==> src/include/mips_defines.svh <==
`ifndef MIPS_DEFINES_SVH
`define MIPS_DEFINES_SVH

// Machine word and storage sizes
`define DATA_WIDTH     32
`define REG_ADDR_WIDTH 5
`define IMEM_DEPTH     64 // Instruction words
`define DMEM_DEPTH     64 // Data words

// Primary opcodes
`define OP_RTYPE 6'b000000
`define OP_LW    6'b100011
`define OP_SW    6'b101011
`define OP_BEQ   6'b000100
`define OP_ADDI  6'b001000

// R-type funct codes
`define FN_ADD 6'b100000
`define FN_SUB 6'b100010
`define FN_AND 6'b100100
`define FN_OR  6'b100101
`define FN_SLT 6'b101010

`endif

==> src/logic/pc_unit.sv <==
`include "mips_defines.svh"

module pc_unit (
	input  logic                   clock,
	input  logic                   rst_n,
	input  logic                   branch_taken,
	input  logic [15:0]            imm,
	output logic [`DATA_WIDTH-1:0] pc
);

	logic [`DATA_WIDTH-1:0] pc_plus4;
	logic [`DATA_WIDTH-1:0] br_offset;
	logic [`DATA_WIDTH-1:0] br_target;
	logic [`DATA_WIDTH-1:0] pc_next;

	assign pc_plus4 = pc + `DATA_WIDTH'd4;

	// Word offset to byte offset
	assign br_offset = {{(`DATA_WIDTH-18){imm[15]}}, imm, 2'b00};
	assign br_target = pc_plus4 + br_offset; // Relative to the next instruction

	assign pc_next = branch_taken ? br_target : pc_plus4;

	always_ff @(posedge clock) begin
		if (!rst_n) begin
			pc <= '0; // Start of program
		end else begin
			pc <= pc_next;
		end
	end

endmodule

==> config.mk <==
export PLATFORM = sky130hd
export DESIGN_NAME = pc_unit
export DESIGN_NICKNAME = d
export VERILOG_FILES = /design/src/logic/pc_unit.sv
export VERILOG_INCLUDE_DIRS = /design/src /design/src/include
export SDC_FILE = /design/constraint.sdc
export NUM_CORES = 1
export LEC_CHECK = 0
export ABC_AREA = 1
export BUFFER_PORTS_ARGS = -buffer_cell sky130_fd_sc_hd__buf_2
export CAP_MARGIN = 20
export CORE_UTILIZATION = 28
export DETAILED_ROUTE_END_ITERATION = 6
export SLEW_MARGIN = 40
export SYNTH_ARGS = -nofsm -noshare
export SYNTH_HDL_FRONTEND = slang
export SYNTH_SLANG_ARGS = --single-unit
==> constraint.sdc <==
create_clock -name clock -period 2.94 [get_ports clock]
set_input_delay 0 -clock clock [delete_from_list [all_inputs] [get_ports clock]]
set_output_delay 0 -clock clock [all_outputs]
set_load 0.02 [all_outputs]
==> metrics.yaml <==
ir_worst_vdd_mv: 0.172
routed_wl_mm: 12.7
cts_tree: "built"
cts_buffers: 5
ys_types: 37
postRouteAntennaNets: 0
crit_required_ns: 3.10
routed_via_density: 4.61
overflow: 0
synth_area_leaders: "nand2_1 20%, dfxtp_1 15%, ha_1 11%, inv_1 11%, nor2_1 6.3%"
worst_pin_slew_ns: 0.591
fp.dieW_um: 122
ys.flop_type: "dfxtp_1"
finalSetupTns_ns: 0
grt_max_degree: 33
clock_latency_ns: 0.27
synth_top_area_share_pct: 20.3
maxSlewViolCount: 0
synthArstFlopShare_pct: 0
dpl.hpwl_mm: 10.7
drc_errors: 0
path_clk_slew_ns: 0.05
io-pin-count: 51
synthTopCellsByCount: "219 x nand2_1, 123 x inv_1, 68 x nor2_1, 50 x nand3_1, 46 x a21oi_1"
clock_skew_ns: 0.00566
max-cap-violations: 0
max_slew_margin_pct: 60.6
worstSetupEndpointType: "register"
nets: 830
syn_to_final_growth_pct: 24.9
top_register: "pc"
leakagePower_uw: 0.00285
critPathKind: "reg2reg"
max_freq_mhz: 361
timing_hold_violations_final: 0
cp.arrival_ns: 2.93
place_congestion: 0.915
ctsHoldBuffers: 0
reg_top3: "pc (30)"
portBuffers: 48
dieHeight_um: 122
syn_area_sq_um: 4060
largest_reg_flops: 30
root_buffer: "clkbuf_16"
synth_top_cell_by_area: "nand2_1"
initial_utilization_pct: 29.0
die_area_sq_um: 15000
grt_pass1_wl_mm: 20.3
placementRows: 43
drive_gt1_share_pct: 22.5
via_count: 4389
core_area_sq_um: 14000
drt_iter0_drc: 265
worst_hold_slack_ns: 0.135
syn_area_per_cell_sq_um: 5.74
grt_pass1_vias: 4034
finalSetupViolCount: 0
clock_sinks: 30
first_pass_iters: 5
worstHoldPathType: "in2reg"
synth-seq-cells: 30
fin_crit_sh_pct: 94.2
avgRoutedWirePerCell_um: 13.4
track_usage_pct: 17.5
syn_inst: 707
worstPathMaxFanout: 5
synth.most_common_cell: "nand2_1"
antenna_cells: 0
yosysSeqAreaShare_pct: 14.8
htreeDepth: 2
status: "complete, no violations"
synth_warnings: 0
clock_tree.buffer_depth: 2
synth_enable_flop_cells: 0
power.density_nw_per_um2: 416
cp-start-kind: "register"
antenna_found_initial: 1
rsz0062_at_grt: "yes"
period_needed_ns: 2.77
[per-stage QoR]
stage	worst slack [ns]	total power [uW]	utilization, %	cell area [sq um]	std cells
final	0.170	2110	36.2	5060	953
after CTS	0.00117	2020	33.9	4740	951
after global routing	-0.0573	2270	36.2	5060	953
after detailed placement	0.00746	1540	32.9	4610	944
after global placement	0.0157	1550	32.9	4610	944
after floorplan	0.241	1240	-	4060	708
[cell type report]
class,instances,area (sq um)
Clock buffer,5,125
Clock inverter,2,10.0
Timing Repair Buffer,67,383
Multi-Input combinational cell,541,3220
Sequential cell,30,618
Fill cell,1532,8920
Inverter,128,480
Tap cell,180,225
[worst paths after layout]
kind,to,cells after the start,slack (ns),start
setup reg to reg,pc[19],18,0.17,pc[2]
setup / recovery,pc[19],18,0.17,pc[2]
hold / removal,pc[30],3,0.13,rst_n
hold reg to reg,pc[2],2,0.59,pc[2]
[cell usage in the layout (no fill, tap or decap), drive strengths merged, types with 6 or more instances in the layout]
master / Yosys / layout
nand2: 224 / 224
o21bai: 12 / 12
a21oi: 47 / 47
xnor2: 12 / 12
nand3: 54 / 54
nor3: 6 / 6
dfxtp: 30 / 30
inv: 128 / 128
ha: 37 / 37
xor2: 25 / 25
nand4: 13 / 13
o21ai: 21 / 21
nor2: 75 / 75
buf: 4 / 67
[worst max-delay path, cell delays in order (launching register included)]
cell and delay [ns]:
dfxtp_1 0.34, ha_2 0.20, nand3_1 0.12, inv_1 0.10, nand2_2 0.08, nor2_4 0.15
nand2_4 0.09, xor2_2 0.18, inv_1 0.07, ha_2 0.40, nand2_2 0.11, nor2_2 0.20
nand2_1 0.13, inv_1 0.07, nand2_1 0.05, nand2_1 0.13, nor2_1 0.06, o21ai_1 0.14
inv_1 0.06
[routing by layer]
| metal | vias up | GRT usage [%] | wire, um |
|---|---|---|---|
| met3 | 17 | 0.836 | 675 |
| met4 | 0 | 6.78 | 326 |
| met2 | 115 | 28.1 | 5610 |
| met5 | - | 0 | 0 |
| met1 | 1930 | 24.4 | 6120 |
| li1 | 2327 | - | - |
[timing repair]
item	CTS	global route
gates resized for setup	0	86
buffers inserted	0	2
setup endpoints to repair	0	19
[power by group]
group | switching (uW) | total (uW) | leakage [uW] | internal, uW
Clock | 171 | 476 | 0.0000694 | 304
Combinational | 687 | 1090 | 0.00253 | 401
Sequential | 75.3 | 541 | 0.000254 | 466
Total | 934 | 2110 | 0.00285 | 1170
[cells by family after synthesis]
family / count (synthesis) / share of synthesized area (%)
XOR/XNOR: 37 / 8.36
AND/OR/NAND/NOR: 379 / 40.2
flip-flops: 30 / 14.8
AO/OA/AOI/OAI: 85 / 11.6
other: 1 / 0.0925
buffers and inverters: 137 / 13.0
adder cells (fa/ha/maj): 38 / 11.9
Note: power is estimated with default switching activity, not from simulation.
