<file path="src/include/mips_defines.svh">
`ifndef MIPS_DEFINES_SVH
`define MIPS_DEFINES_SVH

// Machine word and storage sizes
`define DATA_WIDTH     32
`define REG_ADDR_WIDTH 5
`define IMEM_DEPTH     64 // Instruction words
`define DMEM_DEPTH     64 // Data words

// Primary opcodes
`define OP_RTYPE 6'b000000
`define OP_LW    6'b100011
`define OP_SW    6'b101011
`define OP_BEQ   6'b000100
`define OP_ADDI  6'b001000

// R-type funct codes
`define FN_ADD 6'b100000
`define FN_SUB 6'b100010
`define FN_AND 6'b100100
`define FN_OR  6'b100101
`define FN_SLT 6'b101010

`endif

</file>
<file path="src/logic/mips_pkg.sv">
package mips_pkg;

	// R-type layout
	typedef struct packed {
		logic [5:0] opcode;
		logic [4:0] rs;
		logic [4:0] rt;
		logic [4:0] rd;
		logic [4:0] shamt; // Unused, no shifts
		logic [5:0] funct;
	} r_fmt_t;

	// I-type layout
	typedef struct packed {
		logic [5:0]  opcode;
		logic [4:0]  rs;
		logic [4:0]  rt;
		logic [15:0] imm;
	} i_fmt_t;

	// One instruction word, two views
	typedef union packed {
		r_fmt_t r;
		i_fmt_t i;
	} instr_t;

	// ALU operation select
	// Classic MIPS ALU control codes
	typedef enum logic [3:0] {
		ALU_AND = 4'b0000,
		ALU_OR  = 4'b0001,
		ALU_ADD = 4'b0010,
		ALU_SUB = 4'b0110,
		ALU_SLT = 4'b0111
	} alu_op_t;

	// Main decoder to function decoder
	typedef enum logic [1:0] {
		CLS_ADD   = 2'b00, // lw, sw, addi
		CLS_SUB   = 2'b01, // beq compare
		CLS_FUNCT = 2'b10  // R-type, look at funct
	} alu_class_t;

endpackage

</file>
<file path="src/logic/i_mem.sv">
`include "mips_defines.svh"

module i_mem #(
	parameter int DEPTH = `IMEM_DEPTH
) (
	input  logic                     clock,
	input  logic                     rst_n,
	input  logic                     we,
	input  logic [$clog2(DEPTH)-1:0] waddr, // Word index
	input  logic [`DATA_WIDTH-1:0]   wdata,
	input  logic [`DATA_WIDTH-1:0]   pc,
	output mips_pkg::instr_t         instr
);

	localparam int AW = $clog2(DEPTH);

	logic [`DATA_WIDTH-1:0] mem [DEPTH];

	// Loading only while the core sits in reset
	always_ff @(posedge clock) begin
		if (!rst_n && we) begin
			mem[waddr] <= wdata;
		end
	end

	assign instr = mem[pc[AW+1:2]]; // Byte address to word

endmodule

</file>
<file path="config.mk">
export PLATFORM = sky130hd
export DESIGN_NAME = i_mem
export DESIGN_NICKNAME = d
export VERILOG_FILES = /design/src/logic/mips_pkg.sv /design/src/logic/i_mem.sv
export VERILOG_INCLUDE_DIRS = /design/src /design/src/include
export SDC_FILE = /design/constraint.sdc
export NUM_CORES = 2
export LEC_CHECK = 0
export BUFFER_PORTS_ARGS = -buffer_cell sky130_fd_sc_hd__buf_2
export CAP_MARGIN = 10
export CORE_MARGIN = 2
export CORE_UTILIZATION = 55
export DETAILED_ROUTE_END_ITERATION = 10
export PLACE_DENSITY = 0.7
export SLEW_MARGIN = 10
export SYNTH_ARGS = -nofsm -noshare
export SYNTH_HDL_FRONTEND = slang
export SYNTH_SLANG_ARGS = --single-unit
</file>
<file path="constraint.sdc">
create_clock -name clock -period 4.48 [get_ports clock]
set_clock_uncertainty 0.15 [all_clocks]
set_input_delay 0.896 -clock clock [delete_from_list [all_inputs] [get_ports clock]]
set_output_delay 0.896 -clock clock [all_outputs]
set_load 0.02 [all_outputs]
</file>
==> summary.txt <==
Die
  • Core area: 141400 sq um
  • Row Count: 138
  • Initial Util: 0.5531
  • Die width: 381.1 microns
  • Die height: 381.1 microns
  • Top-Level Pins: 105
  • Total die area: 145200 sq um

Setup path
  • Worst setup path end: instr[14]
  • Crit Path Category: in2out
  • Crit start category: primary input
  • Req. time, crit path: 3.43 ns
  • Crit. Startpoint: pc[4]
  • CP Capture Type: output port
  • Crit path DAT: 3.42 ns
  • Crit path max fanout: 42

Drt
  • Drt drc: 0
  • Final ANT Viol Nets: 0
  • Initial DRT Pass Iterations: 6
  • Vias post-DR: 38440
  • Initial DRC count: 4811
  • Post-DR wirelength/cell: 32.78 microns
  • DR vias/cell: 6.549
  • Final wirelength: 192400 microns

Synthesis
  • Ys flop type: edfxtp_1
  • Syn Nets: 3540
  • Mapped Cells: 3467
  • Asr flop ratio synth: 0
  • Sequential fraction of the synthesis area: 0.7863
  • Synth cell types: 44
  • Mapped Area: 78210 sq um
  • YS warnings: 0
  • Number of synthesized flops with an enable pin: 2048
  • Synth cell count leaders: edfxtp_1 (2048), mux4_2 (476), nand2_1 (99)
  • Mean post-synth cell area: 22.56 sq um
  • Seq cells post-synth: 2048
  • Post-synth top area cell: edfxtp_1
  • Largest cells by area after synthesis: edfxtp_1 (79%), mux4_2 (14%), mux2i_1 (0.91%)
  • Count leader, synth: edfxtp_1
  • Share of the synthesized area in the top cell type: 0.7863

Hold path
  • Cells on Worst Hold Path: 1
  • Worst hold path class: in2reg

STA
  • Fmax achieved: 223.9 MHz
  • Final Hold Fails: 0
  • Max Transition Viols Final: 0
  • Setup-failing EPs final: 0
  • RSZ-0062 raised after global routing: false
  • Worst slew pin tran: 1.222 ns
  • Min Tclk post-route: 4.466 ns
  • Period utilisation layout: 0.9969
  • Slew HR: 0.1851

Power and ir drop
  • Pwr dens: 440.9 nW/um^2
  • VDD IR max: 0.4206 mV
  • Comb power frac: 0.052
  • Seq pwr share: 0.539
  • Sw frac: 0.2095
  • Internal: 31.04 mW
  • Power consumption: 39.27 mW
  • Net Switching: 8.229 mW
  • Clock Power Share: 0.409
  • Leakage power: 27.89 nW

Clock network
  • CTS sink count: 2048
  • Clock slew at reported path FFs: 0.06 ns
  • H-tree levels: 4
  • Clk root buf: clkbuf_16
  • Post-CTS setup buffers: 0
  • Number of clock buffers inserted by TritonCTS: 196
  • Hold_buf cts: 0
  • CTS tree: yes
  • CTS max path bufs: 3

Layout
  • Design area: 89080 sq um
  • Max reg flops: 2048
  • Layout area overhead: 13.90%
  • Nets: 3888
  • FILL cells: 9314
  • Share of post-route cells with drive strength above 1: 0.2996
  • Register with the most flip-flops: mem
  • Largest registers: mem (2048)

Global route
  • Largest net degree at the start of global routing: 97
  • First-pass GRT wire length: 276200 microns
  • Vias in the first global route: 38720
  • Initial antenna violation count: 20
  • Total GRT Usage: 0.2685
  • Grt total ovfl: 0

Placement
  • Placement Cell Area: 82820 sq um
  • RD Place Congestion: 0.8250
  • DP HPWL: 109400 microns
  • Port bufs: 78

Run
  • Max Cap Violations: 0

Outcome
  • Status: finished clean
## placed cells by master (no fill, tap or decap), types with 44 or more instances in the layout
| master | synthesis | layout |
|---|---|---|
| edfxtp_1 | 2048 | 2048 |
| mux4_2 | 476 | 476 |
| buf_4 | 41 | 225 |
| clkbuf_16 | 0 | 199 |
| nand2_1 | 99 | 99 |
| buf_2 | 46 | 73 |
| mux2i_1 | 71 | 71 |
| nand3_1 | 69 | 69 |
| nor2_4 | 0 | 65 |
| o22ai_1 | 56 | 56 |
| a22oi_1 | 54 | 54 |
| o221ai_1 | 51 | 51 |
| nand4_1 | 48 | 48 |
| clkbuf_1 | 70 | 48 |
| buf_12 | 1 | 45 |
| clkinv_1 | 0 | 44 |
## critical path: stages
cell     delay [ns]
buf_8          0.20
buf_12         0.33
buf_4          0.37
mux4_2         0.27
o22ai_1        0.09
nor2_1         0.37
nand2_1        0.11
a21oi_1        0.44
buf_2          0.27
## logic make-up (layout without fill, tap and decap cells)
group / after synthesis / after routing / share of synthesized area
compound gates: 259 / 259 / 0.02420
buf+inv: 197 / 708 / 0.01569
flops: 2048 / 2048 / 0.7863
mux: 572 / 572 / 0.1498
other cells: 0 / 2 / 0
simple gates: 391 / 391 / 0.02404
## area by class of cell
class	instances	area, sq um	area share
Clock buffer	247	5160	0.05792
Antenna cell	2	5.005	0.00005618
Inverter	1	3.754	0.00004214
Multi-Input combinational cell	1222	16010	0.1797
Tap cell	1890	2365	0.02655
Clock inverter	114	1042	0.01170
Sequential cell	2048	61500	0.6904
Timing Repair Buffer	346	2997	0.03364
## metal layers
| layer | up-vias | track usage | wire [microns] |
|---|---|---|---|
| met5 | - | 0 | 126 |
| met4 | 18 | 0.08681 | 5794 |
| met3 | 304 | 0.05363 | 19430 |
| met2 | 2068 | 0.4263 | 93440 |
| met1 | 20560 | 0.3804 | 73630 |
| li1 | 15500 | - | - |
## per-stage QoR
| stage | util | hold WS (ns) | setup TNS [ns] | cells | worst slack, ns |
|---|---|---|---|---|---|
| 2_1_floorplan | - | 0.8449 | 0 | 3467 | 0.6786 |
| 3_3_place_gp | 0.5857 | 1.194 | -0.2751 | 5506 | -0.1449 |
| 3_5_place_dp | 0.5857 | 1.200 | -0.2169 | 5506 | -0.1233 |
| 4_1_cts | 0.6297 | 0.3284 | 0 | 5867 | 0.02180 |
| 5_1_grt | 0.6299 | 0.3545 | 0 | 5870 | 0.04049 |
| 6_report | 0.6299 | 0.3762 | 0 | 5870 | 0.01396 |
## timing repair
action	in CTS	in global routing
endpoints found under the setup margin	4	7
resized for setup	4	2
pin swaps	0	0
gates cloned	0	0
## power groups by stage
| stage | clock, mW | combinational [mW] | sequential [mW] |
|---|---|---|---|
| 4_1_cts | 16.3 | 2.05 | 21.2 |
| 6_report | 16.1 | 2.04 | 21.2 |
| 2_1_floorplan | 0 | 1.07 | 21.6 |
| 3_3_place_gp | 0 | 2.00 | 21.6 |
| 3_5_place_dp | 0 | 2.04 | 21.6 |
| 5_1_grt | 17.0 | 2.15 | 21.2 |
## worst min-delay path by stage
stage | startpoint | endpoint
after floorplan | wdata[0] | mem[0][0]
after global placement | wdata[17] | mem[44][17]
after detailed placement | wdata[17] | mem[45][17]
after CTS | wdata[17] | mem[45][17]
after global routing | wdata[17] | mem[45][17]
final | wdata[17] | mem[41][17]
No activity file was read; power rests on OpenSTA's default activity.
