**config.mk**
```make
export PLATFORM = sky130hd
export DESIGN_NAME = d_mem_flat
export DESIGN_NICKNAME = d
export VERILOG_FILES = /design/src/logic/mips_pkg.sv /design/src/logic/ctrl_if.sv /design/src/logic/d_mem.sv /design/src/flat_wrapper.sv
export VERILOG_INCLUDE_DIRS = /design/src /design/src/include
export SDC_FILE = /design/constraint.sdc
export NUM_CORES = 2
export LEC_CHECK = 0
export ABC_CLOCK_PERIOD_IN_PS = 11800
export BUFFER_PORTS_ARGS = -buffer_cell sky130_fd_sc_hd__buf_2
export CAP_MARGIN = 20
export CORE_MARGIN = 2
export CORE_UTILIZATION = 55
export DETAILED_ROUTE_END_ITERATION = 16
export PLACE_DENSITY = 0.73
export SLEW_MARGIN = 20
export SYNTH_ARGS = -nofsm -noshare
export SYNTH_HDL_FRONTEND = slang
export SYNTH_SLANG_ARGS = --single-unit
```
**constraint.sdc**
```tcl
create_clock -name clock -period 11.8 [get_ports clock]
set_clock_uncertainty 0.2 [all_clocks]
set_input_delay 3.54 -clock clock [delete_from_list [all_inputs] [get_ports clock]]
set_output_delay 3.54 -clock clock [all_outputs]
set_load 0.05 [all_outputs]
```
**src/include/mips_defines.svh**
```systemverilog
`ifndef MIPS_DEFINES_SVH
`define MIPS_DEFINES_SVH

// Machine word and storage sizes
`define DATA_WIDTH     32
`define REG_ADDR_WIDTH 5
`define IMEM_DEPTH     64 // Instruction words
`define DMEM_DEPTH     64 // Data words

// Primary opcodes
`define OP_RTYPE 6'b000000
`define OP_LW    6'b100011
`define OP_SW    6'b101011
`define OP_BEQ   6'b000100
`define OP_ADDI  6'b001000

// R-type funct codes
`define FN_ADD 6'b100000
`define FN_SUB 6'b100010
`define FN_AND 6'b100100
`define FN_OR  6'b100101
`define FN_SLT 6'b101010

`endif

```
**src/logic/mips_pkg.sv**
```systemverilog
package mips_pkg;

	// R-type layout
	typedef struct packed {
		logic [5:0] opcode;
		logic [4:0] rs;
		logic [4:0] rt;
		logic [4:0] rd;
		logic [4:0] shamt; // Unused, no shifts
		logic [5:0] funct;
	} r_fmt_t;

	// I-type layout
	typedef struct packed {
		logic [5:0]  opcode;
		logic [4:0]  rs;
		logic [4:0]  rt;
		logic [15:0] imm;
	} i_fmt_t;

	// One instruction word, two views
	typedef union packed {
		r_fmt_t r;
		i_fmt_t i;
	} instr_t;

	// ALU operation select
	// Classic MIPS ALU control codes
	typedef enum logic [3:0] {
		ALU_AND = 4'b0000,
		ALU_OR  = 4'b0001,
		ALU_ADD = 4'b0010,
		ALU_SUB = 4'b0110,
		ALU_SLT = 4'b0111
	} alu_op_t;

	// Main decoder to function decoder
	typedef enum logic [1:0] {
		CLS_ADD   = 2'b00, // lw, sw, addi
		CLS_SUB   = 2'b01, // beq compare
		CLS_FUNCT = 2'b10  // R-type, look at funct
	} alu_class_t;

endpackage

```
**src/logic/ctrl_if.sv**
```systemverilog
interface ctrl_if;

	logic reg_dst;    // Destination from rd
	logic branch;     // beq
	logic mem_read;
	logic mem_to_reg; // Write back from memory
	logic mem_write;
	logic alu_src;    // Second operand is immediate
	logic reg_write;
	mips_pkg::alu_op_t alu_op;

	// Decoder side
	modport ctrl (
		output reg_dst, branch, mem_read, mem_to_reg,
		output mem_write, alu_src, reg_write, alu_op
	);

	// Datapath side
	modport dp (
		input reg_dst, branch, mem_read, mem_to_reg,
		input mem_write, alu_src, reg_write, alu_op
	);

endinterface

```
**src/logic/d_mem.sv**
```systemverilog
`include "mips_defines.svh"

module d_mem #(
	parameter int DEPTH = `DMEM_DEPTH
) (
	input  logic                   clock,
	input  logic [`DATA_WIDTH-1:0] addr,  // Byte address from the ALU
	input  logic [`DATA_WIDTH-1:0] wdata,
	ctrl_if.dp                     cs,
	output logic [`DATA_WIDTH-1:0] rdata
);

	localparam int AW = $clog2(DEPTH);

	logic [`DATA_WIDTH-1:0] mem [DEPTH];
	logic [AW-1:0]          idx;

	// Aligned accesses only, low bits dropped
	assign idx = addr[AW+1:2];

	// sw
	always_ff @(posedge clock) begin
		if (cs.mem_write) begin
			mem[idx] <= wdata;
		end
	end

	// lw, zero when idle
	assign rdata = cs.mem_read ? mem[idx] : '0;

endmodule

```
**src/flat_wrapper.sv**
```systemverilog
// flat-port wrapper written by rule: the top's interface ports become plain ports
module d_mem_flat 
#(
	parameter int DEPTH = `DMEM_DEPTH
)
  (clock, addr, wdata, rdata, cs_reg_dst, cs_branch, cs_mem_read, cs_mem_to_reg, cs_mem_write, cs_alu_src, cs_reg_write, cs_alu_op);
  ctrl_if cs_i ();
  input  logic clock;
  input  logic [`DATA_WIDTH-1:0] addr;
  input  logic [`DATA_WIDTH-1:0] wdata;
  output logic [`DATA_WIDTH-1:0] rdata;
  input wire logic [$bits(cs_i.reg_dst)-1:0] cs_reg_dst;
  input wire logic [$bits(cs_i.branch)-1:0] cs_branch;
  input wire logic [$bits(cs_i.mem_read)-1:0] cs_mem_read;
  input wire logic [$bits(cs_i.mem_to_reg)-1:0] cs_mem_to_reg;
  input wire logic [$bits(cs_i.mem_write)-1:0] cs_mem_write;
  input wire logic [$bits(cs_i.alu_src)-1:0] cs_alu_src;
  input wire logic [$bits(cs_i.reg_write)-1:0] cs_reg_write;
  input wire logic [$bits(cs_i.alu_op)-1:0] cs_alu_op;
  assign cs_i.reg_dst = cs_reg_dst;
  assign cs_i.branch = cs_branch;
  assign cs_i.mem_read = cs_mem_read;
  assign cs_i.mem_to_reg = cs_mem_to_reg;
  assign cs_i.mem_write = cs_mem_write;
  assign cs_i.alu_src = cs_alu_src;
  assign cs_i.reg_write = cs_reg_write;
  assign cs_i.alu_op = cs_alu_op;
  d_mem #(.DEPTH(DEPTH)) u_core (.clock(clock), .addr(addr), .wdata(wdata), .cs(cs_i), .rdata(rdata));
endmodule
```
==> out/qor.yml <==
ys_warn_count: 0
rsz0062_at_grt: "no"
post_cts_buffers: 0
chipHeight_um: 381
ys.flop_type: "edfxtp_1"
crit_buf_inv: 4
cp-end-kind: "primary output"
drcViolationCount: 0
tightestPinTransition_ns: 1.19
power_mw: 14.8
grtUsageTotal: 0.298
drtPass1Iterations: 6
status: "complete, no violations"
syn2layout_area_growth_pct: 12.2
antenna_found_initial: 7
io_pins: 108
top_regs: "u_core.mem x2048"
drv_slew: 0
n_fill_cell: 9606
holdBufCountCts: 0
cp.arrival_ns: 7.24
holdPathStages: 1
port_buffers: 72
fmax_mhz: 91.0
cpPeakStageDelay_ns: 0.99
cap_violations: 0
nNetsFinal: 4541
largest_register: "u_core.mem"
largest_register_ff_count: 2048
setup_viol: 0
finalHoldViolCount: 0
clockBufferDepth: 3
crit_type: "in -> out"
synth_area_mm2: 0.0782
drt.antenna.violating_nets: 0
period_needed_ns: 10.98
hp-start: "wdata[14]"
place_congestion: 0.871
ys_seq_elements: 2048
async_flop_share: 0
h-tree-depth: 4
final_area_mm2: 0.0878
grt_overflow: 0
syn_avg_cell_area_um2: 18.1
die_x_um: 381
grt_max_degree: 99
wl_per_cell_um: 33.6
vias_per_cell: 7.05
dieArea_mm2: 0.145
numCtsBuffers: 189
drt-initial-drc-count: 7777
synth_edf_count: 2048
path_cells: "buf_8 > buf_12 > buf_4 > mux2i_1 > o22a_1 > o211ai_1 > a2111oi_0 > a41oi_1 > buf_2"
syn_inst: 4311
hpwl_um: 122000
row_count: 138
design.core.area_mm2: 0.141
drive_gt1_frac: 0.184
finalCritPeriodShare: 0.931
wirelength_um: 219000
dpl_cell_area_mm2: 0.0819
path_max_fanout: 60
clock-sinks: 2048
root_buffer: "clkbuf_16"
yosysUniqueCellTypes: 65
cts_resized: 0
p_per_area_mw_per_mm2: 168
whs_ns: 3.07
cp_top_family: "compound AO/OA/AOI/OAI gates"
vias: 45900
ir_drop_v: 0.000158
cts_tree: "built"
required_ns: 8.06
yosysSeqAreaShare: 0.786
max_slew_margin: 0.209
min_to: "u_core.mem[14][14]"
synth_nets: 4387
grt_pass1_wl_um: 312000
grt_pass1_vias: 44500
clkTransAtPathRegs_ns: 0.06
cp-start-kind: "input port"
p_leak_nw: 27.2
tns_ns: 0
hp-class: "in -> reg"
start_util: 0.553
cpMaxStageDelayCell: "a2111oi_0"
## synthesized netlist by cell type (23+ instances only)
library cell / number / area [µm²]
a221oi_1: 242 / 2120
nor2_1: 112 / 420
edfxtp_1: 2048 / 61500
a41oi_1: 43 / 377
a22oi_1: 319 / 2390
mux2i_1: 115 / 1150
nor3_1: 76 / 380
clkbuf_1: 148 / 556
o22ai_1: 100 / 626
a21oi_1: 52 / 260
nand3_1: 46 / 230
a31oi_1: 23 / 144
nor3b_1: 43 / 323
a221o_1: 84 / 841
mux4_2: 25 / 563
nor4_1: 26 / 163
a22o_1: 53 / 464
and3_1: 43 / 269
buf_2: 132 / 661
o21ai_0: 102 / 510
mux2_2: 166 / 1870
nand2_1: 40 / 150
buf_1: 25 / 93.8
buf_4: 24 / 180
a2bb2oi_1: 27 / 236
a222oi_1: 27 / 270
## layer usage
metal,share of wire,vias up,routed length [µm],track usage
met5,0.00023,-,50,0
met4,0.054,10,11900,0.151
met3,0.13,598,27900,0.0717
met2,0.46,3511,101000,0.456
met1,0.36,23200,78300,0.401
li1,-,18500,-,-
## final cells by class
cell class                 instances  area, µm²  share of cell area
antenna                            1       2.50           0.0000285
clock buffer                     238       5040              0.0574
clock inverter                   106        825             0.00940
inverter                           5       21.3            0.000242
multi-input combinational       1917      15700               0.178
sequential                      2048      61500               0.701
tap                             1890       2360              0.0269
timing repair buffer             304       2350              0.0268
## layout by cell type, fill, tap and decap left out, types with 43 or more instances in the layout
master / count
edfxtp_1: 2048
a22oi_1: 319
a221oi_1: 242
buf_4: 231
clkbuf_16: 195
mux2_2: 166
mux2i_1: 115
o21ai_0: 102
o22ai_1: 100
a221o_1: 84
nor3_1: 75
nor2_4: 67
buf_2: 55
a22o_1: 53
a21oi_1: 52
clkinv_1: 52
nor2_1: 47
nand3_1: 44
and3_1: 43
a41oi_1: 43
clkbuf_1: 43
## how the worst max path moves through the flow
stage | startpoint | to | slack [ns] | cells after the start
6_report | addr[3] | rdata[1] | 0.82 | 9
5_1_grt | addr[3] | rdata[1] | 0.92 | 9
4_1_cts | addr[3] | rdata[1] | 0.99 | 9
3_5_place_dp | addr[3] | rdata[1] | 1.03 | 9
3_3_place_gp | addr[3] | rdata[1] | 1.06 | 9
2_1_floorplan | addr[2] | rdata[24] | 2.34 | 8
## where the power goes
part           switching (mW)  leakage [nW]  internal (mW)  total [mW]
combinational           0.615          5.95          0.236       0.851
sequential             0.0119          18.4           8.05        8.07
clock                    2.59          2.85           3.27        5.87
## metrics by stage
step / setup WS [ns] / std cells / util
floorplan: 2.34 / 4311 / -
finish: 0.816 / 6509 / 0.621
global route: 0.920 / 6508 / 0.621
detailed placement: 1.03 / 6164 / 0.579
global placement: 1.06 / 6164 / 0.579
CTS: 0.986 / 6508 / 0.620
## cell families (layout without fill, tap and decap cells)
family / count (synthesis) / count (layout) / share of synthesized area
buffers and inverters: 346 / 653 / 0.0212
AND/OR/NAND/NOR: 457 / 457 / 0.0320
other: 0 / 1 / 0
flip-flops: 2048 / 2048 / 0.786
multiplexers: 306 / 306 / 0.0458
AO/OA/AOI/OAI: 1154 / 1154 / 0.115
Power figures use the tool's default switching activity.
