File: src/include/mips_defines.svh
`ifndef MIPS_DEFINES_SVH
`define MIPS_DEFINES_SVH

// Machine word and storage sizes
`define DATA_WIDTH     32
`define REG_ADDR_WIDTH 5
`define IMEM_DEPTH     64 // Instruction words
`define DMEM_DEPTH     64 // Data words

// Primary opcodes
`define OP_RTYPE 6'b000000
`define OP_LW    6'b100011
`define OP_SW    6'b101011
`define OP_BEQ   6'b000100
`define OP_ADDI  6'b001000

// R-type funct codes
`define FN_ADD 6'b100000
`define FN_SUB 6'b100010
`define FN_AND 6'b100100
`define FN_OR  6'b100101
`define FN_SLT 6'b101010

`endif

File: src/logic/mips_pkg.sv
package mips_pkg;

	// R-type layout
	typedef struct packed {
		logic [5:0] opcode;
		logic [4:0] rs;
		logic [4:0] rt;
		logic [4:0] rd;
		logic [4:0] shamt; // Unused, no shifts
		logic [5:0] funct;
	} r_fmt_t;

	// I-type layout
	typedef struct packed {
		logic [5:0]  opcode;
		logic [4:0]  rs;
		logic [4:0]  rt;
		logic [15:0] imm;
	} i_fmt_t;

	// One instruction word, two views
	typedef union packed {
		r_fmt_t r;
		i_fmt_t i;
	} instr_t;

	// ALU operation select
	// Classic MIPS ALU control codes
	typedef enum logic [3:0] {
		ALU_AND = 4'b0000,
		ALU_OR  = 4'b0001,
		ALU_ADD = 4'b0010,
		ALU_SUB = 4'b0110,
		ALU_SLT = 4'b0111
	} alu_op_t;

	// Main decoder to function decoder
	typedef enum logic [1:0] {
		CLS_ADD   = 2'b00, // lw, sw, addi
		CLS_SUB   = 2'b01, // beq compare
		CLS_FUNCT = 2'b10  // R-type, look at funct
	} alu_class_t;

endpackage

File: src/logic/ctrl_if.sv
interface ctrl_if;

	logic reg_dst;    // Destination from rd
	logic branch;     // beq
	logic mem_read;
	logic mem_to_reg; // Write back from memory
	logic mem_write;
	logic alu_src;    // Second operand is immediate
	logic reg_write;
	mips_pkg::alu_op_t alu_op;

	// Decoder side
	modport ctrl (
		output reg_dst, branch, mem_read, mem_to_reg,
		output mem_write, alu_src, reg_write, alu_op
	);

	// Datapath side
	modport dp (
		input reg_dst, branch, mem_read, mem_to_reg,
		input mem_write, alu_src, reg_write, alu_op
	);

endinterface

File: src/logic/alu.sv
`include "mips_defines.svh"

module alu (
	input  logic [`DATA_WIDTH-1:0] a,
	input  logic [`DATA_WIDTH-1:0] b,
	ctrl_if.dp                     cs,
	output logic [`DATA_WIDTH-1:0] result,
	output logic                   zero
);

	logic [`DATA_WIDTH-1:0] sum;
	logic [`DATA_WIDTH-1:0] diff;
	logic                   less; // Signed compare

	assign sum  = a + b;
	assign diff = a - b;
	assign less = $signed(a) < $signed(b);

	always_comb begin
		case (cs.alu_op)
			mips_pkg::ALU_AND: result = a & b;
			mips_pkg::ALU_OR:  result = a | b;
			mips_pkg::ALU_ADD: result = sum;
			mips_pkg::ALU_SUB: result = diff;
			mips_pkg::ALU_SLT: result = {{(`DATA_WIDTH-1){1'b0}}, less};
			default:           result = '0;
		endcase
	end

	// Drives the beq decision
	assign zero = (result == '0);

endmodule

File: src/flat_wrapper.sv
// flat-port wrapper written by rule: the top's interface ports become plain ports
module alu_flat 
  (a, b, result, zero, cs_reg_dst, cs_branch, cs_mem_read, cs_mem_to_reg, cs_mem_write, cs_alu_src, cs_reg_write, cs_alu_op);
  ctrl_if cs_i ();
  input  logic [`DATA_WIDTH-1:0] a;
  input  logic [`DATA_WIDTH-1:0] b;
  output logic [`DATA_WIDTH-1:0] result;
  output logic zero;
  input wire logic [$bits(cs_i.reg_dst)-1:0] cs_reg_dst;
  input wire logic [$bits(cs_i.branch)-1:0] cs_branch;
  input wire logic [$bits(cs_i.mem_read)-1:0] cs_mem_read;
  input wire logic [$bits(cs_i.mem_to_reg)-1:0] cs_mem_to_reg;
  input wire logic [$bits(cs_i.mem_write)-1:0] cs_mem_write;
  input wire logic [$bits(cs_i.alu_src)-1:0] cs_alu_src;
  input wire logic [$bits(cs_i.reg_write)-1:0] cs_reg_write;
  input wire logic [$bits(cs_i.alu_op)-1:0] cs_alu_op;
  assign cs_i.reg_dst = cs_reg_dst;
  assign cs_i.branch = cs_branch;
  assign cs_i.mem_read = cs_mem_read;
  assign cs_i.mem_to_reg = cs_mem_to_reg;
  assign cs_i.mem_write = cs_mem_write;
  assign cs_i.alu_src = cs_alu_src;
  assign cs_i.reg_write = cs_reg_write;
  assign cs_i.alu_op = cs_alu_op;
  alu u_core (.a(a), .b(b), .cs(cs_i), .result(result), .zero(zero));
endmodule
File: config.mk
export PLATFORM = sky130hd
export DESIGN_NAME = alu_flat
export DESIGN_NICKNAME = d
export VERILOG_FILES = /design/src/logic/mips_pkg.sv /design/src/logic/ctrl_if.sv /design/src/logic/alu.sv /design/src/flat_wrapper.sv
export VERILOG_INCLUDE_DIRS = /design/src /design/src/include
export SDC_FILE = /design/constraint.sdc
export NUM_CORES = 1
export LEC_CHECK = 0
export BUFFER_PORTS_ARGS = -buffer_cell sky130_fd_sc_hd__buf_2
export CAP_MARGIN = 20
export CORE_MARGIN = 1
export CORE_UTILIZATION = 50
export DETAILED_ROUTE_END_ITERATION = 6
export MAX_ROUTING_LAYER = met4
export PLACE_DENSITY_LB_ADDON = 0.25
export REMOVE_ABC_BUFFERS = 1
export SETUP_SLACK_MARGIN = 0.2
export SLEW_MARGIN = 0
export SYNTH_ARGS = -nofsm -noshare
export SYNTH_HDL_FRONTEND = slang
export SYNTH_SLANG_ARGS = --single-unit
File: constraint.sdc
create_clock -name vclk -period 13.25
set_input_delay 2.65 -clock vclk [all_inputs]
set_output_delay 2.65 -clock vclk [all_outputs]
set_load 0.01 [all_outputs]
==> summary.txt <==
STA
  • Slew Viols, Final: 0
  • Final Hold Fails: 0
  • Setup ws final: 3.30 ns
  • Unrepaired setup endpoints after global routing: false
  • Period Utilization, post-route: 0.751
  • Fin crit period: 9.95 ns
  • Setup TNS: 0 ns
  • Endpoints failing setup: 0
  • Max Clock Freq: 0.101 GHz
  • Relative slew margins: 0.414
  • Slew @ Worst Pin: 0.875 ns

Cells and area
  • Final instance count without filler cells: 938
  • Commonest non-fill, non-tap cell in the layout: inv_1
  • Area grow syn2layout: 10.8%
  • Number of diodes: 0
  • Nets: 986
  • Most frequent cells in the layout: inv_1, buf_2, ha_1, a21oi_1, nand2_1
  • Register Area: 0 µm²
  • Sequential cells: 0
  • Design area: 0.00544 mm²
  • Layout clock buffers: 0
  • Fill cell count: 959
  • Layout cells sized above 1: 0.143

Drt
  • Vias/cell: 6.09
  • DR DRC count: 0
  • DR WL/cell: 16.8 µm
  • 1st-pass router iterations: 5
  • Total wire length: 15,800 µm
  • Final antenna-violating net count: 0
  • Initial DRC Count: 364
  • Vias: 5,717

Worst hold path
  • Hold Path Class: in -> out
  • Hold Startpoint: cs_alu_op[3]
  • Min-Delay Path Depth: 3
  • Hold Path Sink: result[0]

Critical path
  • Worst setup SP type: input pin
  • Crit path arrival time: 7.30 ns
  • CP Capture Type: output pin
  • Critical path class: in -> out
  • Worst endpoint required time: 10.60 ns
  • CP Max Fanout: 4

Placement
  • DP HPWL: 12,500 µm
  • # port buffers: 101
  • Placed Instances: 938
  • Placed Instance Area: 0.00544 mm²
  • GPL Wtd Cong: 0.970
  • Dpl ws: 3.49 ns

Power and ir drop
  • LEAKAGE: 0.00278 µW
  • Power Density: 42.1 mW/mm²
  • Maximum vdd drop: 0.0186 mV
  • Clock power share: 0
  • Power Total: 229 µW
  • Sequential share of power: 0
  • Sw frac: 0.617
  • Pint: 87.9 µW
  • Part of the power in combinational logic: 1.000
  • NetSw: 141 µW

Die
  • Starting Density: 0.524
  • Rows: 35
  • Die width: 101 µm
  • Die Y-Extent: 101 µm
  • Die ar.: 0.0102 mm²
  • Top Ports: 108
  • Core ar.: 0.00937 mm²

Global route
  • Gr ovfl total: 0
  • Vias in the first global route: 5,352
  • GR Util met3: 0.00902
  • M1 GR Usage: 0.427
  • Largest net degree at the start of global routing: 55
  • Initial antenna violation count: 0
  • All-Layer GR Usage: 0.319
  • Most Crowded Layer GR: met2
  • GR Layer Usage met2: 0.548
  • First-pass GRT wire length: 25,800 µm

Yosys
  • Synth Area in Compound Gates: 0.329
  • Mean Syn Cell Area: 6.57 µm²
  • Synthesized instance count: 747
  • Post-Synth Simple-Gate Area: 0.203
  • Post-Synth XOR/XNOR Area: 0.0482
  • Syn Std Cell Area: 0.00491 mm²
  • Multiplexer share of the synthesized area: 0.0433
  • Largest family of logic cells by synthesized area: compound AO/OA/AOI/OAI gates
  • Synth cell types: 66
  • Syn. warnings: 0
  • Sequential area share after synthesis: 0
  • Adder-Cell Fraction of Synth Area: 0.258

Clocking
  • Post CTS Setup Buffer Count: 0
  • # resized after CTS: 0
  • Hold_buf cts: 0

Flow run
  • MaxCap Viol Count: 0

Status
  • Status: finished clean
==> synthesized netlist by cell type (5+ instances only) <==
cell | number | area [µm²]
o21ai_0 | 48 | 240
nand4_1 | 11 | 68.8
nand2b_1 | 8 | 50.1
or3_1 | 7 | 43.8
a211oi_1 | 12 | 90.1
buf_1 | 5 | 18.8
nand2_1 | 51 | 191
ha_1 | 98 | 1230
a211o_1 | 6 | 52.6
a31oi_1 | 11 | 68.8
o31ai_1 | 11 | 82.6
nor2b_1 | 7 | 43.8
o21bai_1 | 8 | 60.1
a21o_1 | 9 | 67.6
a21oi_1 | 72 | 360
o211ai_1 | 9 | 67.6
xnor2_1 | 24 | 210
inv_1 | 108 | 405
or4_1 | 7 | 52.6
mux2i_1 | 19 | 190
nor4_1 | 6 | 37.5
clkbuf_1 | 31 | 116
nor3_1 | 19 | 95.1
o22ai_1 | 21 | 131
nand3_1 | 14 | 70.1
nor2_1 | 47 | 176
==> stage by stage <==
stage | util | hold WS (ns)
global route | 0.580 | 5.79
CTS | 0.580 | 5.77
detailed placement | 0.580 | 5.77
finish | 0.580 | 5.79
floorplan | - | 5.42
global placement | 0.580 | 5.75
==> power groups by stage <==
stage | logic [µW] | clock network [µW] | registers [µW]
2_1_floorplan | 154 | 0 | 0
3_3_place_gp | 220 | 0 | 0
3_5_place_dp | 223 | 0 | 0
4_1_cts | 225 | 0 | 0
5_1_grt | 252 | 0 | 0
6_report | 229 | 0 | 0
==> metal layers <==
| layer | vias to the layer above | part of all wire |
|---|---|---|
| li1 | 2791 | - |
| met1 | 2661 | 0.45 |
| met2 | 245 | 0.47 |
| met3 | 20 | 0.063 |
| met4 | 0 | 0.014 |
| met5 | - | 0 |
==> worst max-delay path by stage <==
stage	start	to	slack [ns]
6_report	b[0]	zero	3.30
5_1_grt	b[0]	zero	3.21
4_1_cts	b[0]	zero	3.46
3_5_place_dp	b[0]	zero	3.49
3_3_place_gp	b[0]	zero	3.50
2_1_floorplan	a[0]	zero	4.45
==> critical path, cell delays in order <==
cell and delay [ns]:
buf_2 0.11, ha_1 0.17, inv_1 0.08, fa_1 0.38, nand2b_1 0.18, a2111o_1 0.48, a31o_2 0.25, o21ai_1 0.45
a311oi_1 0.34, o41ai_1 0.48, xnor2_1 0.17, o311ai_1 0.15, or4b_1 0.57, nor4_1 0.43, and4bb_1 0.26, buf_2 0.13
==> area by class of cell <==
type	count	area [µm²]	area share
well taps	129	161	0.0297
inverters	109	409	0.0752
multi-input cells	595	4330	0.797
repair buffers	105	536	0.0985
==> cell families (layout without fill, tap and decap cells) <==
logic type / Yosys count / count (layout)
xor gates and xnor gates: 27 / 27
AOI/OAI and AO/OA: 252 / 252
buffers and inverters: 152 / 214
muxes: 21 / 21
adders and majority gates: 100 / 100
and+or+nand+nor: 195 / 195
Note: power is estimated with default switching activity, not from simulation.
