--- config.mk ---
export PLATFORM = sky130hd
export DESIGN_NAME = regfile_flat
export DESIGN_NICKNAME = d
export VERILOG_FILES = /design/src/logic/mips_pkg.sv /design/src/logic/ctrl_if.sv /design/src/logic/regfile.sv /design/src/flat_wrapper.sv
export VERILOG_INCLUDE_DIRS = /design/src /design/src/include
export SDC_FILE = /design/constraint.sdc
export NUM_CORES = 2
export LEC_CHECK = 0
export ABC_AREA = 0
export BUFFER_PORTS_ARGS = -buffer_cell sky130_fd_sc_hd__clkbuf_2
export CORE_MARGIN = 1
export CORE_UTILIZATION = 56
export CTS_CLUSTER_SIZE = 14
export DETAILED_ROUTE_END_ITERATION = 6
export GPL_TIMING_DRIVEN = 0
export PLACE_DENSITY = 0.75
export SETUP_SLACK_MARGIN = 0.2
export SKIP_CTS_REPAIR_TIMING = 1
export SLEW_MARGIN = 40
export SYNTH_ARGS = -nofsm -noshare
export SYNTH_HDL_FRONTEND = slang
export SYNTH_SLANG_ARGS = --single-unit
--- constraint.sdc ---
create_clock -name clock -period 3.75 [get_ports clock]
set_input_delay 0.375 -clock clock [delete_from_list [all_inputs] [get_ports clock]]
set_output_delay 0.375 -clock clock [all_outputs]
set_load 0.005 [all_outputs]
--- src/include/mips_defines.svh ---
`ifndef MIPS_DEFINES_SVH
`define MIPS_DEFINES_SVH

// Machine word and storage sizes
`define DATA_WIDTH     32
`define REG_ADDR_WIDTH 5
`define IMEM_DEPTH     64 // Instruction words
`define DMEM_DEPTH     64 // Data words

// Primary opcodes
`define OP_RTYPE 6'b000000
`define OP_LW    6'b100011
`define OP_SW    6'b101011
`define OP_BEQ   6'b000100
`define OP_ADDI  6'b001000

// R-type funct codes
`define FN_ADD 6'b100000
`define FN_SUB 6'b100010
`define FN_AND 6'b100100
`define FN_OR  6'b100101
`define FN_SLT 6'b101010

`endif

--- src/logic/mips_pkg.sv ---
package mips_pkg;

	// R-type layout
	typedef struct packed {
		logic [5:0] opcode;
		logic [4:0] rs;
		logic [4:0] rt;
		logic [4:0] rd;
		logic [4:0] shamt; // Unused, no shifts
		logic [5:0] funct;
	} r_fmt_t;

	// I-type layout
	typedef struct packed {
		logic [5:0]  opcode;
		logic [4:0]  rs;
		logic [4:0]  rt;
		logic [15:0] imm;
	} i_fmt_t;

	// One instruction word, two views
	typedef union packed {
		r_fmt_t r;
		i_fmt_t i;
	} instr_t;

	// ALU operation select
	// Classic MIPS ALU control codes
	typedef enum logic [3:0] {
		ALU_AND = 4'b0000,
		ALU_OR  = 4'b0001,
		ALU_ADD = 4'b0010,
		ALU_SUB = 4'b0110,
		ALU_SLT = 4'b0111
	} alu_op_t;

	// Main decoder to function decoder
	typedef enum logic [1:0] {
		CLS_ADD   = 2'b00, // lw, sw, addi
		CLS_SUB   = 2'b01, // beq compare
		CLS_FUNCT = 2'b10  // R-type, look at funct
	} alu_class_t;

endpackage

--- src/logic/ctrl_if.sv ---
interface ctrl_if;

	logic reg_dst;    // Destination from rd
	logic branch;     // beq
	logic mem_read;
	logic mem_to_reg; // Write back from memory
	logic mem_write;
	logic alu_src;    // Second operand is immediate
	logic reg_write;
	mips_pkg::alu_op_t alu_op;

	// Decoder side
	modport ctrl (
		output reg_dst, branch, mem_read, mem_to_reg,
		output mem_write, alu_src, reg_write, alu_op
	);

	// Datapath side
	modport dp (
		input reg_dst, branch, mem_read, mem_to_reg,
		input mem_write, alu_src, reg_write, alu_op
	);

endinterface

--- src/logic/regfile.sv ---
`include "mips_defines.svh"

module regfile (
	input  logic                       clock,
	input  logic                       rst_n,
	input  logic [`REG_ADDR_WIDTH-1:0] rs,
	input  logic [`REG_ADDR_WIDTH-1:0] rt,
	input  logic [`REG_ADDR_WIDTH-1:0] wr_addr,
	input  logic [`DATA_WIDTH-1:0]     wr_data,
	ctrl_if.dp                         cs,
	output logic [`DATA_WIDTH-1:0]     rd1,
	output logic [`DATA_WIDTH-1:0]     rd2
);

	localparam int NUM_REGS = 1 << `REG_ADDR_WIDTH;

	logic [`DATA_WIDTH-1:0] regs [NUM_REGS];

	always_ff @(posedge clock) begin
		if (!rst_n) begin
			for (int i = 0; i < NUM_REGS; i++) begin
				regs[i] <= '0;
			end
		end else if (cs.reg_write && (wr_addr != '0)) begin
			regs[wr_addr] <= wr_data; // $zero never written
		end
	end

	// Combinational reads
	assign rd1 = (rs == '0) ? '0 : regs[rs];
	assign rd2 = (rt == '0) ? '0 : regs[rt];

endmodule

--- src/flat_wrapper.sv ---
// flat-port wrapper written by rule: the top's interface ports become plain ports
module regfile_flat 
  (clock, rst_n, rs, rt, wr_addr, wr_data, rd1, rd2, cs_reg_dst, cs_branch, cs_mem_read, cs_mem_to_reg, cs_mem_write, cs_alu_src, cs_reg_write, cs_alu_op);
  ctrl_if cs_i ();
  input  logic clock;
  input  logic rst_n;
  input  logic [`REG_ADDR_WIDTH-1:0] rs;
  input  logic [`REG_ADDR_WIDTH-1:0] rt;
  input  logic [`REG_ADDR_WIDTH-1:0] wr_addr;
  input  logic [`DATA_WIDTH-1:0] wr_data;
  output logic [`DATA_WIDTH-1:0] rd1;
  output logic [`DATA_WIDTH-1:0] rd2;
  input wire logic [$bits(cs_i.reg_dst)-1:0] cs_reg_dst;
  input wire logic [$bits(cs_i.branch)-1:0] cs_branch;
  input wire logic [$bits(cs_i.mem_read)-1:0] cs_mem_read;
  input wire logic [$bits(cs_i.mem_to_reg)-1:0] cs_mem_to_reg;
  input wire logic [$bits(cs_i.mem_write)-1:0] cs_mem_write;
  input wire logic [$bits(cs_i.alu_src)-1:0] cs_alu_src;
  input wire logic [$bits(cs_i.reg_write)-1:0] cs_reg_write;
  input wire logic [$bits(cs_i.alu_op)-1:0] cs_alu_op;
  assign cs_i.reg_dst = cs_reg_dst;
  assign cs_i.branch = cs_branch;
  assign cs_i.mem_read = cs_mem_read;
  assign cs_i.mem_to_reg = cs_mem_to_reg;
  assign cs_i.mem_write = cs_mem_write;
  assign cs_i.alu_src = cs_alu_src;
  assign cs_i.reg_write = cs_reg_write;
  assign cs_i.alu_op = cs_alu_op;
  regfile u_core (.clock(clock), .rst_n(rst_n), .rs(rs), .rt(rt), .wr_addr(wr_addr), .wr_data(wr_data), .cs(cs_i), .rd1(rd1), .rd2(rd2));
endmodule
==> impl_metrics.env <==
export IMPL_outcome="finished with violations"
export IMPL_violations="design-rule violations, negative setup slack"
export IMPL_grt_pass1_vias=37700
export IMPL_reg_top3="u_core.regs: 1024 flops"
export IMPL_slowest_delay_ps=860
export IMPL_max_slew_margin_rel=0.323
export IMPL_synth_most_common_cell="edfxtp_1"
export IMPL_finalCriticalPeriod_ps=3860
export IMPL_ios=124
export IMPL_grt_first_pass_wirelength_mm=290
export IMPL_cp_start_kind="input pin"
export IMPL_yosysTopAreaCellShare=0.559
export IMPL_placement_cell_area_sq_um=59100
export IMPL_syn_inst=3798
export IMPL_drt_iter0_markers=7427
export IMPL_place_gp_congestion=1.07
export IMPL_htreeDepth=3
export IMPL_area_delta_synth_final_pct=14.2
export IMPL_path_buf_inv=4
export IMPL_power_frac_comb=0.137
export IMPL_cp_arrival_ps=3490
export IMPL_endpoint_kind="primary output"
export IMPL_wirelength_mm=214
export IMPL_grtUsageTotal=0.430
export IMPL_viasPerCell=7.23
export IMPL_initial_core_util=0.567
export IMPL_final_core_util=0.648
export IMPL_drive_gt1_frac=0.223
export IMPL_drtAntennaViolNets=0
export IMPL_dieArea_sq_um=99500
export IMPL_hold_viol=0
export IMPL_dieHeight_um=315
export IMPL_p_per_area_nw_per_um2=452
export IMPL_final_net_count=4181
export IMPL_design_core_area_sq_um=97000
export IMPL_synth_area_leader_cell="edfxtp_1"
export IMPL_hp_class="input pin to flip-flop"
export IMPL_required_ps=3380
export IMPL_ys_ff_latch=1024
export IMPL_rows=114
export IMPL_cts_root_buf="clkbuf_16"
export IMPL_ys_warn_count=0
export IMPL_rsz0062_at_grt="no"
export IMPL_synth_area_top_cells="edfxtp_1, mux4_2, and2_1"
export IMPL_drv_slew=0
export IMPL_slowest_stage="a311oi_2"
export IMPL_largest_reg_flops=1024
export IMPL_setup_viol=2
export IMPL_avgSynthCellArea_sq_um=14.5
export IMPL_die_x_um=315
export IMPL_cts_tree="yes"
export IMPL_numCtsBuffers=109
export IMPL_ys_seq_area_frac=0.559
export IMPL_cap_violations=0
export IMPL_grt_ovfl_total=0
export IMPL_io_buffers=105
export IMPL_largest_register="u_core.regs"
export IMPL_wire_per_inst_um=39.0
export IMPL_synth_edf_count=1024
export IMPL_intPower_w=0.0209
export IMPL_synth_distinct_cells=38
export IMPL_setup_ws_ps=-111
export IMPL_n_fill_cell=7044
export IMPL_ir_drop_v=0.000506
export IMPL_finalCritPeriodShare=1.03
export IMPL_power_switching_w=0.00755
export IMPL_cp_max_fo=10
export IMPL_synthArstFlopShare=0
export IMPL_crit_chain="buf_2 > buf_6 > nor2_1 > clkbuf_1 > a221oi_1 > o21ai_0 > a311oi_2 > clkbuf_2"
export IMPL_sw_frac_of_total=0.266
export IMPL_antenna_found_initial=10
export IMPL_clockBufferDepth=3
export IMPL_cts_num_sinks=1024
export IMPL_crit_type="input pin to primary output"
export IMPL_synthTopCellsByCount="edfxtp_1, and2_1, mux2i_1"
export IMPL_synthFlopType="edfxtp_1"
export IMPL_seqPwrFrac=0.478
export IMPL_final_cell_area_sq_um=62800
export IMPL_tightest_slew_ps=1020
export IMPL_fmax_ghz=0.259
export IMPL_total_leakage_power_nw=22.4
export IMPL_clkPwrFrac=0.385
export IMPL_drc=29
export IMPL_synth_area_sq_um=55000
export IMPL_register_area_sq_um=30700
export IMPL_path_clk_slew_ps=60
export IMPL_cp_top_family="compound AO/OA/AOI/OAI gates"
export IMPL_first_pass_iters=7
export IMPL_multi_input_area_sq_um=23000
export IMPL_grt_max_degree=23
export IMPL_hpwl_mm=152
export IMPL_vias=39800
-- cell type report --
cell class / instances / area share
multi-input combinational: 2386 / 0.365
buffer: 416 / 0.0321
tap: 1276 / 0.0254
clock inverter: 73 / 0.0115
clock buffer: 131 / 0.0447
antenna: 11 / 0.000438
sequential: 1024 / 0.489
timing repair buffer: 181 / 0.0310
inverter: 3 / 0.000219
-- final timing paths --
check,start,endpoint,cells past startpoint
setup / recovery,rt[0],rd2[6],8
hold / removal,wr_data[2],u_core.regs[5][2]$_SDFFCE_PN0P_,2
-- kinds of logic (layout without fill, tap and decap cells) --
kind of cell,Yosys count,after routing,synth area share
other cells,1,43,0.0000682
compound gates,398,398,0.0537
flops,1024,1024,0.559
buf+inv,419,804,0.0351
simple gates,1220,1220,0.133
mux,736,736,0.219
-- placed cells by master, fill, tap and decap left out, types with 33 or more instances in the layout --
master | Yosys | layout
a221oi_1 | 40 | 35
nor2b_1 | 37 | 37
clkbuf_1 | 298 | 258
mux4_1 | 56 | 56
mux2i_1 | 320 | 320
buf_2 | 53 | 58
nand2_1 | 101 | 101
edfxtp_1 | 1024 | 1024
clkbuf_2 | 0 | 165
clkbuf_16 | 0 | 109
and2_1 | 994 | 994
nand4_1 | 33 | 33
mux4_2 | 296 | 296
a22oi_1 | 64 | 64
mux2_2 | 64 | 64
o21ai_0 | 78 | 45
buf_8 | 0 | 34
buf_4 | 47 | 51
o221ai_1 | 64 | 64
a211oi_1 | 64 | 58
nor2_1 | 36 | 34
-- power by group through the flow --
stage          registers (W)  logic [W]  clock network [W]
6_report              0.0136    0.00389             0.0109
5_1_grt               0.0136    0.00388             0.0112
4_1_cts               0.0135    0.00366             0.0109
3_5_place_dp          0.0138    0.00365                  0
3_3_place_gp          0.0138    0.00338                  0
2_1_floorplan         0.0137    0.00199                  0
-- per-stage QoR --
step                std cells  power (W)  setup TNS, ps  hold slack, ps  worst slack, ps
floorplan                3829     0.0157         -33060             573             -133
global placement         5210     0.0172       -2079920             753            -3450
detailed placement       5284     0.0174          -1460             756             -333
CTS                      5488     0.0281          -1500            14.8             -332
global route             5490     0.0287              0            38.6              202
finish                   5501     0.0284           -131            30.6             -111
-- metal layers --
layer,track usage,share of wire,vias up
met5,0,0.00086,-
met2,0.606,0.42,3914
met4,0.319,0.091,10
li1,-,-,15300
met1,0.549,0.33,19700
met3,0.154,0.16,864
No activity file was read; power rests on OpenSTA's default activity.
